`src/source/rv_defines.svh`:
```
`ifndef RV_DEFINES_SVH
`define RV_DEFINES_SVH

// machine width and register file size
`define RV_XLEN     32
`define RV_NREGS    32
`define RV_RESET_PC 32'h0000_0000

// major opcodes in instr[6:2]
`define RV_OP_LUI    5'b01101
`define RV_OP_AUIPC  5'b00101
`define RV_OP_JAL    5'b11011
`define RV_OP_JALR   5'b11001
`define RV_OP_BRANCH 5'b11000
`define RV_OP_LOAD   5'b00000
`define RV_OP_STORE  5'b01000
`define RV_OP_IMM    5'b00100
`define RV_OP_REG    5'b01100

// funct7 of the base and alternate alu operations
`define RV_F7_BASE 7'b0000000
`define RV_F7_ALT  7'b0100000

`endif
```
`src/source/rv_pkg.sv`:
```
`default_nettype none
`include "rv_defines.svh"

package rv_pkg;

  typedef logic [`RV_XLEN-1:0] word_t;
  typedef logic [`RV_XLEN/8-1:0] strb_t;
  typedef logic [$clog2(`RV_NREGS)-1:0] reg_addr_t;

  typedef enum logic [3:0] {
    alu_add,
    alu_sub,
    alu_sll,
    alu_slt,
    alu_sltu,
    alu_xor,
    alu_srl,
    alu_sra,
    alu_or,
    alu_and
  } alu_op_t;

  // same encoding as the branch funct3
  typedef enum logic [2:0] {
    br_beq  = 3'b000,
    br_bne  = 3'b001,
    br_blt  = 3'b100,
    br_bge  = 3'b101,
    br_bltu = 3'b110,
    br_bgeu = 3'b111
  } branch_t;

  typedef enum logic [3:0] {
    class_lui,
    class_auipc,
    class_jal,
    class_jalr,
    class_branch,
    class_load,
    class_store,
    class_alu,
    class_invalid
  } op_class_t;

  // low two bits of the load/store funct3
  typedef enum logic [1:0] {
    size_byte = 2'b00,
    size_half = 2'b01,
    size_word = 2'b10
  } mem_size_t;

endpackage

`default_nettype wire

```
`src/source/rv_core.sv`:
```
`timescale 1ns/1ns
`default_nettype none
`include "rv_defines.svh"

module rv_core (
  input  logic          clk,
  input  logic          reset,
  output logic          mem_valid,
  output logic          mem_instr,
  input  logic          mem_ready,
  output rv_pkg::word_t mem_addr,
  output rv_pkg::word_t mem_wdata,
  output rv_pkg::strb_t mem_wstrb,
  input  rv_pkg::word_t mem_rdata,
  output logic          trap
);
  import rv_pkg::*;

  typedef enum logic [2:0] {
    st_fetch, st_wait, st_decode, st_execute, st_check_pc, st_mem_wait, st_write_back, st_trap
  } state_t;

  state_t    state;
  word_t     pc;
  word_t     instr;
  word_t     regs [`RV_NREGS];
  word_t     rs1_val;
  word_t     rs2_val;
  word_t     wb_data;
  word_t     pc_target;
  word_t     pc_plus4;
  word_t     jump_target;
  logic      skip_wb;
  logic      fetch_valid;
  logic      fetch_ready;
  op_class_t op_class;
  alu_op_t   alu_op;
  branch_t   branch_kind;
  logic      use_imm;
  mem_size_t mem_size;
  logic      mem_unsigned;
  reg_addr_t rd;
  reg_addr_t rs1;
  reg_addr_t rs2;
  word_t     imm;
  word_t     alu_result;
  logic      taken;
  logic      lsu_start;
  logic      lsu_misaligned;
  logic      lsu_done;
  word_t     load_data;
  logic      lsu_valid;
  word_t     lsu_addr;
  word_t     lsu_wdata;
  strb_t     lsu_wstrb;
  logic      lsu_ready;

  rv_decode i_decode (
    .instr, .op_class, .alu_op, .branch_kind, .use_imm, .mem_size, .mem_unsigned,
    .rd, .rs1, .rs2, .imm
  );

  rv_alu i_alu (
    .op(alu_op), .branch_kind, .a(rs1_val), .b(use_imm ? imm : rs2_val),
    .result(alu_result), .taken
  );

  // load/store address is rs1 + imm out of the alu
  assign lsu_start = state == st_execute && (op_class == class_load || op_class == class_store);

  rv_lsu i_lsu (
    .clk, .reset, .start(lsu_start), .addr(alu_result), .store_data(rs2_val),
    .is_store(op_class == class_store), .size(mem_size), .load_unsigned(mem_unsigned),
    .bus_ready(lsu_ready), .bus_rdata(mem_rdata), .misaligned(lsu_misaligned),
    .done(lsu_done), .load_data, .lsu_valid, .lsu_addr, .lsu_wdata, .lsu_wstrb
  );

  rv_bus_arbiter i_arbiter (
    .clk, .reset, .fetch_valid, .fetch_addr(pc), .lsu_valid, .lsu_addr, .lsu_wdata,
    .lsu_wstrb, .mem_ready, .fetch_ready, .lsu_ready, .mem_valid, .mem_instr, .mem_addr,
    .mem_wdata, .mem_wstrb
  );

  assign pc_plus4 = pc + 32'd4;

  always_comb begin
    case (op_class)
      class_jalr:   jump_target = alu_result & ~word_t'(1);
      class_branch: jump_target = taken ? pc + imm : pc_plus4;
      default:      jump_target = pc + imm;
    endcase
  end

  always_ff @(posedge clk) begin
    if (reset) begin
      state       <= st_fetch;
      pc          <= `RV_RESET_PC;
      fetch_valid <= 1'b0;
      trap        <= 1'b0;
    end else begin
      case (state)
        st_fetch: begin
          fetch_valid <= 1'b1;
          state       <= st_wait;
        end
        st_wait: begin
          if (fetch_ready) begin
            fetch_valid <= 1'b0;
            state       <= st_decode;
          end
        end
        st_decode: state <= st_execute;
        st_execute: begin
          case (op_class)
            class_lui, class_auipc, class_alu: begin
              pc    <= pc_plus4;
              state <= st_write_back;
            end
            class_jal, class_jalr, class_branch: state <= st_check_pc;
            class_load, class_store: state <= lsu_misaligned ? st_trap : st_mem_wait;
            default: state <= st_trap;
          endcase
        end
        // targets must be word aligned
        st_check_pc: begin
          if (pc_target[1:0] != 2'b00) begin
            state <= st_trap;
          end else begin
            pc    <= pc_target;
            state <= skip_wb ? st_fetch : st_write_back;
          end
        end
        st_mem_wait: begin
          if (lsu_done) begin
            pc    <= pc_plus4;
            state <= (op_class == class_store) ? st_fetch : st_write_back;
          end
        end
        st_write_back: state <= st_fetch;
        default: trap <= 1'b1;
      endcase
    end
  end

  always_ff @(posedge clk) begin
    if (state == st_wait && fetch_ready) begin
      instr <= mem_rdata;
    end
    // x0 always reads back as zero
    if (state == st_decode) begin
      rs1_val <= (rs1 == '0) ? '0 : regs[rs1];
      rs2_val <= (rs2 == '0) ? '0 : regs[rs2];
    end
    if (state == st_execute) begin
      pc_target <= jump_target;
      skip_wb   <= op_class == class_branch;
      case (op_class)
        class_lui:             wb_data <= imm;
        class_auipc:           wb_data <= pc + imm;
        class_jal, class_jalr: wb_data <= pc_plus4;
        default:               wb_data <= alu_result;
      endcase
    end
    if (state == st_mem_wait && lsu_done) begin
      wb_data <= load_data;
    end
    if (state == st_write_back && rd != '0) begin
      regs[rd] <= wb_data;
    end
  end

endmodule

`default_nettype wire

```
`src/source/rv_bus_arbiter.sv`:
```
`timescale 1ns/1ns
`default_nettype none

module rv_bus_arbiter (
  input  logic          clk,
  input  logic          reset,
  input  logic          fetch_valid,
  input  rv_pkg::word_t fetch_addr,
  input  logic          lsu_valid,
  input  rv_pkg::word_t lsu_addr,
  input  rv_pkg::word_t lsu_wdata,
  input  rv_pkg::strb_t lsu_wstrb,
  input  logic          mem_ready,
  output logic          fetch_ready,
  output logic          lsu_ready,
  output logic          mem_valid,
  output logic          mem_instr,
  output rv_pkg::word_t mem_addr,
  output rv_pkg::word_t mem_wdata,
  output rv_pkg::strb_t mem_wstrb
);

  logic busy;
  logic grant_fetch;
  logic sel_fetch;

  // owner is locked while a transfer is open, otherwise fetch wins
  assign sel_fetch = busy ? grant_fetch : fetch_valid;

  assign mem_valid = sel_fetch ? fetch_valid : lsu_valid;
  assign mem_instr = sel_fetch;
  assign mem_addr  = sel_fetch ? fetch_addr : lsu_addr;
  assign mem_wdata = sel_fetch ? '0 : lsu_wdata;
  assign mem_wstrb = sel_fetch ? '0 : lsu_wstrb;

  assign fetch_ready = sel_fetch && fetch_valid && mem_ready;
  assign lsu_ready   = !sel_fetch && lsu_valid && mem_ready;

  always_ff @(posedge clk) begin
    if (reset) begin
      busy        <= 1'b0;
      grant_fetch <= 1'b0;
    end else if (mem_valid) begin
      busy        <= !mem_ready;
      grant_fetch <= sel_fetch;
    end
  end

endmodule

`default_nettype wire

```
`src/source/rv_lsu.sv`:
```
`timescale 1ns/1ns
`default_nettype none

module rv_lsu (
  input  logic              clk,
  input  logic              reset,
  input  logic              start,
  input  rv_pkg::word_t     addr,
  input  rv_pkg::word_t     store_data,
  input  logic              is_store,
  input  rv_pkg::mem_size_t size,
  input  logic              load_unsigned,
  input  logic              bus_ready,
  input  rv_pkg::word_t     bus_rdata,
  output logic              misaligned,
  output logic              done,
  output rv_pkg::word_t     load_data,
  output logic              lsu_valid,
  output rv_pkg::word_t     lsu_addr,
  output rv_pkg::word_t     lsu_wdata,
  output rv_pkg::strb_t     lsu_wstrb
);
  import rv_pkg::*;

  logic [1:0] offset;
  mem_size_t  size_q;
  logic       unsigned_q;
  strb_t      lane_strb;
  word_t      lane_data;
  word_t      shifted;

  assign misaligned = start &&
    ((size == size_half && addr[0]) || (size == size_word && addr[1:0] != 2'b00));

  // store data goes out on every lane, the strobe picks the bytes
  always_comb begin
    case (size)
      size_byte: begin
        lane_strb = strb_t'(4'b0001 << addr[1:0]);
        lane_data = {4{store_data[7:0]}};
      end
      size_half: begin
        lane_strb = addr[1] ? 4'b1100 : 4'b0011;
        lane_data = {2{store_data[15:0]}};
      end
      default: begin
        lane_strb = 4'b1111;
        lane_data = store_data;
      end
    endcase
  end

  always_ff @(posedge clk) begin
    if (reset) begin
      lsu_valid <= 1'b0;
    end else if (start && !misaligned) begin
      lsu_valid <= 1'b1;
    end else if (bus_ready) begin
      lsu_valid <= 1'b0;
    end
  end

  always_ff @(posedge clk) begin
    if (reset) begin
      lsu_wstrb <= '0;
    end else if (start) begin
      lsu_addr   <= {addr[$bits(word_t)-1:2], 2'b00};
      lsu_wdata  <= lane_data;
      lsu_wstrb  <= is_store ? lane_strb : '0;
      offset     <= addr[1:0];
      size_q     <= size;
      unsigned_q <= load_unsigned;
    end
  end

  assign done = lsu_valid && bus_ready;

  // bring the addressed lane down to bit 0
  assign shifted = bus_rdata >> {offset, 3'b000};

  always_comb begin
    case (size_q)
      size_byte: load_data = {{24{!unsigned_q && shifted[7]}}, shifted[7:0]};
      size_half: load_data = {{16{!unsigned_q && shifted[15]}}, shifted[15:0]};
      default:   load_data = shifted;
    endcase
  end

endmodule

`default_nettype wire

```
`src/source/rv_alu.sv`:
```
`timescale 1ns/1ns
`default_nettype none

module rv_alu (
  input  rv_pkg::alu_op_t op,
  input  rv_pkg::branch_t branch_kind,
  input  rv_pkg::word_t   a,
  input  rv_pkg::word_t   b,
  output rv_pkg::word_t   result,
  output logic            taken
);
  import rv_pkg::*;

  logic [4:0] shamt;
  logic       eq;
  logic       lt_s;
  logic       lt_u;

  assign shamt = b[4:0];
  assign eq    = a == b;
  assign lt_s  = $signed(a) < $signed(b);
  assign lt_u  = a < b;

  always_comb begin
    case (op)
      alu_add:  result = a + b;
      alu_sub:  result = a - b;
      alu_sll:  result = a << shamt;
      alu_slt:  result = word_t'(lt_s);
      alu_sltu: result = word_t'(lt_u);
      alu_xor:  result = a ^ b;
      alu_srl:  result = a >> shamt;
      alu_sra:  result = word_t'($signed(a) >>> shamt);
      alu_or:   result = a | b;
      default:  result = a & b;
    endcase
  end

  // branch compare runs alongside the arithmetic
  always_comb begin
    case (branch_kind)
      br_beq:  taken = eq;
      br_bne:  taken = !eq;
      br_blt:  taken = lt_s;
      br_bge:  taken = !lt_s;
      br_bltu: taken = lt_u;
      default: taken = !lt_u;
    endcase
  end

endmodule

`default_nettype wire

```
`src/source/rv_decode.sv`:
```
`timescale 1ns/1ns
`default_nettype none
`include "rv_defines.svh"

module rv_decode (
  input  rv_pkg::word_t     instr,
  output rv_pkg::op_class_t op_class,
  output rv_pkg::alu_op_t   alu_op,
  output rv_pkg::branch_t   branch_kind,
  output logic              use_imm,
  output rv_pkg::mem_size_t mem_size,
  output logic              mem_unsigned,
  output rv_pkg::reg_addr_t rd,
  output rv_pkg::reg_addr_t rs1,
  output rv_pkg::reg_addr_t rs2,
  output rv_pkg::word_t     imm
);
  import rv_pkg::*;

  logic [4:0] opcode;
  logic [2:0] funct3;
  logic       f7_base;
  logic       f7_alt;
  alu_op_t    f3_op;
  word_t      imm_i;
  word_t      imm_s;
  word_t      imm_b;
  word_t      imm_u;
  word_t      imm_j;

  assign opcode  = instr[6:2];
  assign funct3  = instr[14:12];
  assign f7_base = instr[31:25] == `RV_F7_BASE;
  assign f7_alt  = instr[31:25] == `RV_F7_ALT;

  assign rd  = instr[11:7];
  assign rs1 = instr[19:15];
  assign rs2 = instr[24:20];

  assign branch_kind  = branch_t'(funct3);
  assign mem_size     = mem_size_t'(funct3[1:0]);
  assign mem_unsigned = funct3[2];

  assign imm_i = {{20{instr[31]}}, instr[31:20]};
  assign imm_s = {{20{instr[31]}}, instr[31:25], instr[11:7]};
  assign imm_b = {{20{instr[31]}}, instr[7], instr[30:25], instr[11:8], 1'b0};
  assign imm_u = {instr[31:12], 12'b0};
  assign imm_j = {{12{instr[31]}}, instr[19:12], instr[20], instr[30:21], 1'b0};

  // funct3 picks the operation, funct7 only splits the right shifts here
  always_comb begin
    case (funct3)
      3'b000:  f3_op = alu_add;
      3'b001:  f3_op = alu_sll;
      3'b010:  f3_op = alu_slt;
      3'b011:  f3_op = alu_sltu;
      3'b100:  f3_op = alu_xor;
      3'b101:  f3_op = f7_alt ? alu_sra : alu_srl;
      3'b110:  f3_op = alu_or;
      default: f3_op = alu_and;
    endcase
  end

  always_comb begin
    op_class = class_invalid;
    alu_op   = alu_add;
    use_imm  = 1'b0;
    // anything with low bits other than 11 is left invalid
    if (instr[1:0] == 2'b11) begin
      case (opcode)
        `RV_OP_LUI:   op_class = class_lui;
        `RV_OP_AUIPC: op_class = class_auipc;
        `RV_OP_JAL:   op_class = class_jal;
        `RV_OP_JALR: begin
          use_imm = 1'b1;
          if (funct3 == 3'b000) begin
            op_class = class_jalr;
          end
        end
        `RV_OP_BRANCH: begin
          if (funct3[2:1] != 2'b01) begin
            op_class = class_branch;
          end
        end
        `RV_OP_LOAD: begin
          use_imm = 1'b1;
          if (funct3 inside {3'b000, 3'b001, 3'b010, 3'b100, 3'b101}) begin
            op_class = class_load;
          end
        end
        `RV_OP_STORE: begin
          use_imm = 1'b1;
          if (funct3 inside {3'b000, 3'b001, 3'b010}) begin
            op_class = class_store;
          end
        end
        `RV_OP_IMM: begin
          use_imm = 1'b1;
          alu_op  = f3_op;
          // shift immediates carry funct7 in the upper bits
          if (funct3[1:0] != 2'b01 || f7_base || (f7_alt && funct3 == 3'b101)) begin
            op_class = class_alu;
          end
        end
        `RV_OP_REG: begin
          alu_op = (funct3 == 3'b000 && f7_alt) ? alu_sub : f3_op;
          if (f7_base || (f7_alt && (funct3 == 3'b000 || funct3 == 3'b101))) begin
            op_class = class_alu;
          end
        end
        default: op_class = class_invalid;
      endcase
    end
  end

  always_comb begin
    case (op_class)
      class_lui, class_auipc: imm = imm_u;
      class_jal:              imm = imm_j;
      class_branch:           imm = imm_b;
      class_store:            imm = imm_s;
      default:                imm = imm_i;
    endcase
  end

endmodule

`default_nettype wire

```
`config.mk`:
```
export PLATFORM = sky130hd
export DESIGN_NAME = rv_core
export DESIGN_NICKNAME = d
export VERILOG_FILES = /design/src/source/rv_pkg.sv /design/src/source/rv_core.sv /design/src/source/rv_bus_arbiter.sv /design/src/source/rv_lsu.sv /design/src/source/rv_alu.sv /design/src/source/rv_decode.sv
export VERILOG_INCLUDE_DIRS = /design/src /design/src/source
export SDC_FILE = /design/constraint.sdc
export NUM_CORES = 2
export LEC_CHECK = 0
export ABC_AREA = 0
export BUFFER_PORTS_ARGS = -buffer_cell sky130_fd_sc_hd__buf_4
export CAP_MARGIN = 20
export CORE_ASPECT_RATIO = 1.5
export CORE_MARGIN = 1
export CORE_UTILIZATION = 55
export CTS_BUF_LIST = sky130_fd_sc_hd__clkbuf_4
export DETAILED_ROUTE_END_ITERATION = 16
export GPL_TIMING_DRIVEN = 0
export HOLD_SLACK_MARGIN = 0.15
export PLACE_DENSITY = 0.81
export SYNTH_ARGS = -nofsm -noshare
export SYNTH_HDL_FRONTEND = slang
export SYNTH_SLANG_ARGS = --single-unit
```
`constraint.sdc`:
```
create_clock -name clk -period 6.3 [get_ports clk]
set_input_delay 0.315 -clock clk [delete_from_list [all_inputs] [get_ports clk]]
set_output_delay 0.315 -clock clk [all_outputs]
set_load 0.05 [all_outputs]
```
==> results.ini, run 1 <==
[floorplanning]
start_util_pct=55.65
rows=161
ioPinCount=106
die_y_um=444.0
die_w_um=296.7

[clocking]
cts-htree-levels=5
clkSinkCount=1296
cts_root_buf=clkbuf_4
cts.path.max_buffers=4
cts_made_buffers=314

[logic_synthesis]
synthCells=5213
ys_seq_area_share_pct=53.71
ys_types=111
ys_seq_elements=1296
synth_warnings=0
avgSynthCellArea_um2=13.74
async_reset_ff_share_pct=0
synthFlopType=edfxtp_1
synth.area.top_cells=edfxtp_1, mux4_2, a21oi_1
synth_top_area_share_pct=52.48
synth_top_area_cell=edfxtp_1
synth-edff-count=1252
netlist_area_mm2=0.07163

[place]
port_buffers=105
dpl.hpwl_um=255000
pre_cts_slack_ns=-3.834
gp_congestion=1.145

[grt]
grt_max_degree=34

[run_status]
firstError=[ERROR GRT-0228] Horizontal edge usage exceeds the maximum allowed. (9, 41) usage=65535 limit=3200
status=did not finish
stop_stage=global routing (5_1_grt)

[stage by stage]
step | instance area (µm²) | std cells | hold WS, ns
2_1_floorplan | 71760 | 5244 | 0.4139
3_3_place_gp | 74690 | 7060 | 0.4506
3_5_place_dp | 77220 | 7193 | 0.4609
4_1_cts | 84950 | 7917 | 0.1543
[cells in the mapped netlist (41+ instances only)]
| master | number |
|---|---|
| mux2i_1 | 169 |
| nand3_1 | 80 |
| edfxtp_1 | 1252 |
| and2_1 | 48 |
| nand2_1 | 318 |
| o22ai_1 | 47 |
| xnor2_1 | 63 |
| clkbuf_1 | 262 |
| a221oi_1 | 41 |
| o221ai_1 | 46 |
| nor2_1 | 366 |
| a21oi_1 | 353 |
| dfxtp_1 | 44 |
| a211oi_1 | 81 |
| inv_1 | 143 |
| mux2_2 | 103 |
| buf_1 | 77 |
| o21ai_0 | 187 |
| o211ai_1 | 48 |
| mux4_2 | 556 |
| ha_1 | 121 |
| nor3_1 | 154 |
[what timing repair did]
item,in CTS
pin swaps,93
setup endpoints to repair,107
gates cloned,3
resized for setup,508
setup buffers,145
hold buffers,69
endpoints found under the hold margin,224
[cells by family after synthesis]
kind of cell	Yosys count	share of synthesized area [%]
flip-flops	1296	53.71
AO/OA/AOI/OAI	1214	11.40
AND/OR/NAND/NOR	1122	7.156
multiplexers	828	21.46
buffers and inverters	537	2.974
adder cells (fa/ha/maj)	124	2.183
XOR/XNOR	91	1.113
other	1	0.005235
==> run 2, diff against run 1 <==
--- a/config.mk
+++ b/config.mk
@@ -9,14 +9,11 @@
 export ABC_AREA = 0
 export BUFFER_PORTS_ARGS = -buffer_cell sky130_fd_sc_hd__buf_4
 export CAP_MARGIN = 20
-export CORE_ASPECT_RATIO = 1.5
 export CORE_MARGIN = 1
-export CORE_UTILIZATION = 55
-export CTS_BUF_LIST = sky130_fd_sc_hd__clkbuf_4
+export CORE_UTILIZATION = 40
 export DETAILED_ROUTE_END_ITERATION = 16
 export GPL_TIMING_DRIVEN = 0
-export HOLD_SLACK_MARGIN = 0.15
-export PLACE_DENSITY = 0.81
+export PLACE_DENSITY_LB_ADDON = 0.15
 export SYNTH_ARGS = -nofsm -noshare
 export SYNTH_HDL_FRONTEND = slang
 export SYNTH_SLANG_ARGS = --single-unit
==> constraint.sdc (replaced) <==
create_clock -name clk -period 8.2 [get_ports clk]
set_input_delay 0.41 -clock clk [delete_from_list [all_inputs] [get_ports clk]]
set_output_delay 0.41 -clock clk [all_outputs]
set_load 0.05 [all_outputs]
==> run 2 against run 1 <==
The flow now finishes, with violations (setup timing). Synthesized cell count is the same. Area after synthesis is the same.
==> results.ini, run 2 <==
[clocking]
cts.path.max_buffers=3  ; was 4
cts_root_buf=clkbuf_16  ; was clkbuf_4
cts_tree=yes
clk_pin_slew_ns=0.06
cts-htree-levels=4  ; was 5
clk_latency_ns=0.81
cts_made_buffers=144  ; was 314
clkSinkCount=1296  ; unchanged

[logic_synthesis]
async_reset_ff_share_pct=0  ; unchanged
synth_top_family_by_area=multiplexers  ; unchanged
synth_top_area_share_pct=52.48  ; unchanged
synth-adder-area-share_pct=2.183  ; unchanged
synth_most_common_cell=edfxtp_1  ; unchanged
ys_seq_elements=1296  ; unchanged
synthFlopType=edfxtp_1  ; unchanged
synth-xor-area-share_pct=1.113  ; unchanged
synth.area.top_cells=edfxtp_1, mux4_2, a21oi_1  ; unchanged
synth_warnings=0  ; unchanged
synth_compound_area_share_pct=11.40  ; unchanged
synth_commonest_cells=edfxtp_1, mux4_2, nor2_1  ; unchanged
ys_seq_area_share_pct=53.71  ; unchanged
ys_types=111  ; unchanged
avgSynthCellArea_um2=13.74  ; unchanged
synth-edff-count=1252  ; unchanged
yosys.area_share.simple_pct=7.156  ; unchanged
muxShareOfSynthArea_pct=21.46  ; unchanged
synthCells=5213  ; unchanged
synth_top_area_cell=edfxtp_1  ; unchanged
netlist_area_mm2=0.07163  ; unchanged

[timing]
worstMarginPinSlew_ns=1.461
setup_tns_ns=-0.01287
slew_headroom_pct=2.614
min_period_ns=8.213
fin_crit_sh_pct=100.2
clock_skew_ns=0.05239
clock.fmax_ghz=0.1218
whs_ns=0.07493
setup_slack_ns=-0.01287
hold_violations=0
drv_slew=0
rsz0062_at_grt=false
setup_viol=1

[final_layout]
nNetsFinal=5844
top_register=regs
largest_reg_flops=1024
final_util_pct=47.28
layout_common_cells=edfxtp_1, mux4_2, a21oi_1
fill_cells=15582
layout-drive-gt1-share_pct=23.36
layout_commonest_cell=edfxtp_1
area.growth.synth_to_final_pct=16.88

[grt]
grt-ovfl-total=0
grt_pass1_wl_um=432200
antenna_found_initial=8
grt_max_degree=35
grt_pass1_vias=51909
grtUsageTotal_pct=35.09

[routing]
vias=54201
drt_wl_total_um=321200
dr.pass1.iters=6
via_per_inst=6.655
drtIter0Drc=8320
ant_nets=0
drc_errors=0
drt-wirelength-per-cell_um=39.44

[floorplanning]
start_util_pct=40.45  ; was 55.65%
coreArea_mm2=0.1771
die_y_um=425.2  ; was 444.0 µm
die_w_um=425.2  ; was 296.7 µm
ioPinCount=106  ; unchanged
die_area_mm2=0.1808
rows=154  ; was 161

[setup_path]
critPathMaxStageDelay_ns=0.49
path_depth=26
path_delay_family=compound AO/OA/AOI/OAI gates
crit_buf_inv=5
rr_worst_depth=26
critPathKind=register to register
crit_top_cell=buf_4
cp_max_fo=28
reg2reg_to=pc_target[19]
endpoint_kind=register
arrival_ns=8.76
rr_startpoint=instr[12]
critPathLaunch=instr[12]
worstPathRequired_ns=8.74
cp_slowest_cell=o31ai_2
critPathCapture=pc_target[19]
cp-start-kind=register
reg2reg_slack_ns=-0.01

[place]
pre_cts_slack_ns=-1.836  ; was -3.834 ns
dpl.hpwl_um=239400  ; was 255000 µm
gp_congestion=1.021  ; was 1.145
port_buffers=105  ; unchanged

[worst_hold_path]
hold_depth=3
hold_path.class=input pin to register

[job]
maxCapViolCount=0

[run_status]
status=finished with violations  ; was did not finish
violations=setup timing

[pwr]
power_uw=14580
power.density_mw_per_mm2=174.1
cellLeakagePower_uw=0.02829
irDropWorstVdd_mv=0.1916

## run 2: cell counts after synthesis
Identical to the previous run, type by type.
## run 2: where the power goes
group | internal [µW] | switching (µW)
sequential | 7190 | 21.3
combinational | 355 | 666
clock | 3540 | 2810
## run 2: repair_timing
action	4_1_cts	5_1_grt
endpoints found under the hold margin	35	0
buffers inserted	2	1
hold buffers	33	0
gates resized for setup	29	16
pin swaps	2	0
setup endpoints to repair	70	50
gates cloned	0	0
## run 2: stage by stage
stage	std cells	instance area [µm²]
floorplan	5244	71750
global placement	7689	75470
detailed placement	7821	77910
CTS	8106	82870
global route	8137	83700
finish	8145	83720
## run 2: worst min-delay path: stages
cell     delay (ns)
buf_4          0.12
nor2b_1        0.12
a221o_1        0.14
## run 2: cell type report
cell class / count / area (µm²) / area share, %
Antenna cell: 8 / 20.02 / 0.02391
Buffer: 382 / 1607 / 1.919
Clock buffer: 183 / 3802 / 4.542
Clock inverter: 74 / 721.9 / 0.8623
Inverter: 146 / 551.8 / 0.6590
Multi-Input combinational cell: 3411 / 31590 / 37.73
Sequential cell: 1296 / 38480 / 45.96
Tap cell: 2340 / 2928 / 3.497
Timing Repair Buffer: 305 / 4031 / 4.815
## run 2: worst min-delay path by stage
stage	start	to	slack (ns)
global placement	instr[13]	i_lsu.size_q[1]	0.44
CTS	reset	state[1]	0.04
finish	reset	state[1]	0.07
global route	reset	state[1]	0.12
floorplan	i_lsu.lsu_wstrb[3]	i_lsu.lsu_wstrb[3]	0.42
detailed placement	instr[13]	i_lsu.size_q[1]	0.44
## run 2: per-layer routing
| layer | wire length, µm | track usage, % | up-vias |
|---|---|---|---|
| li1 | - | - | 21881 |
| met1 | 120400 | 44.80 | 27863 |
| met2 | 144200 | 53.61 | 3582 |
| met3 | 31210 | 7.831 | 871 |
| met4 | 25370 | 23.39 | 4 |
| met5 | 39 | 0 | - |
## run 2: kinds of logic after synthesis
| family | after synthesis |
|---|---|
| AND/OR/NAND/NOR | 1122 |
| flip-flops | 1296 |
| XOR/XNOR | 91 |
| AO/OA/AOI/OAI | 1214 |
| multiplexers | 828 |
| buffers and inverters | 537 |
| other | 1 |
| adder cells (fa/ha/maj) | 124 |
(Power assumes the default switching activity.)
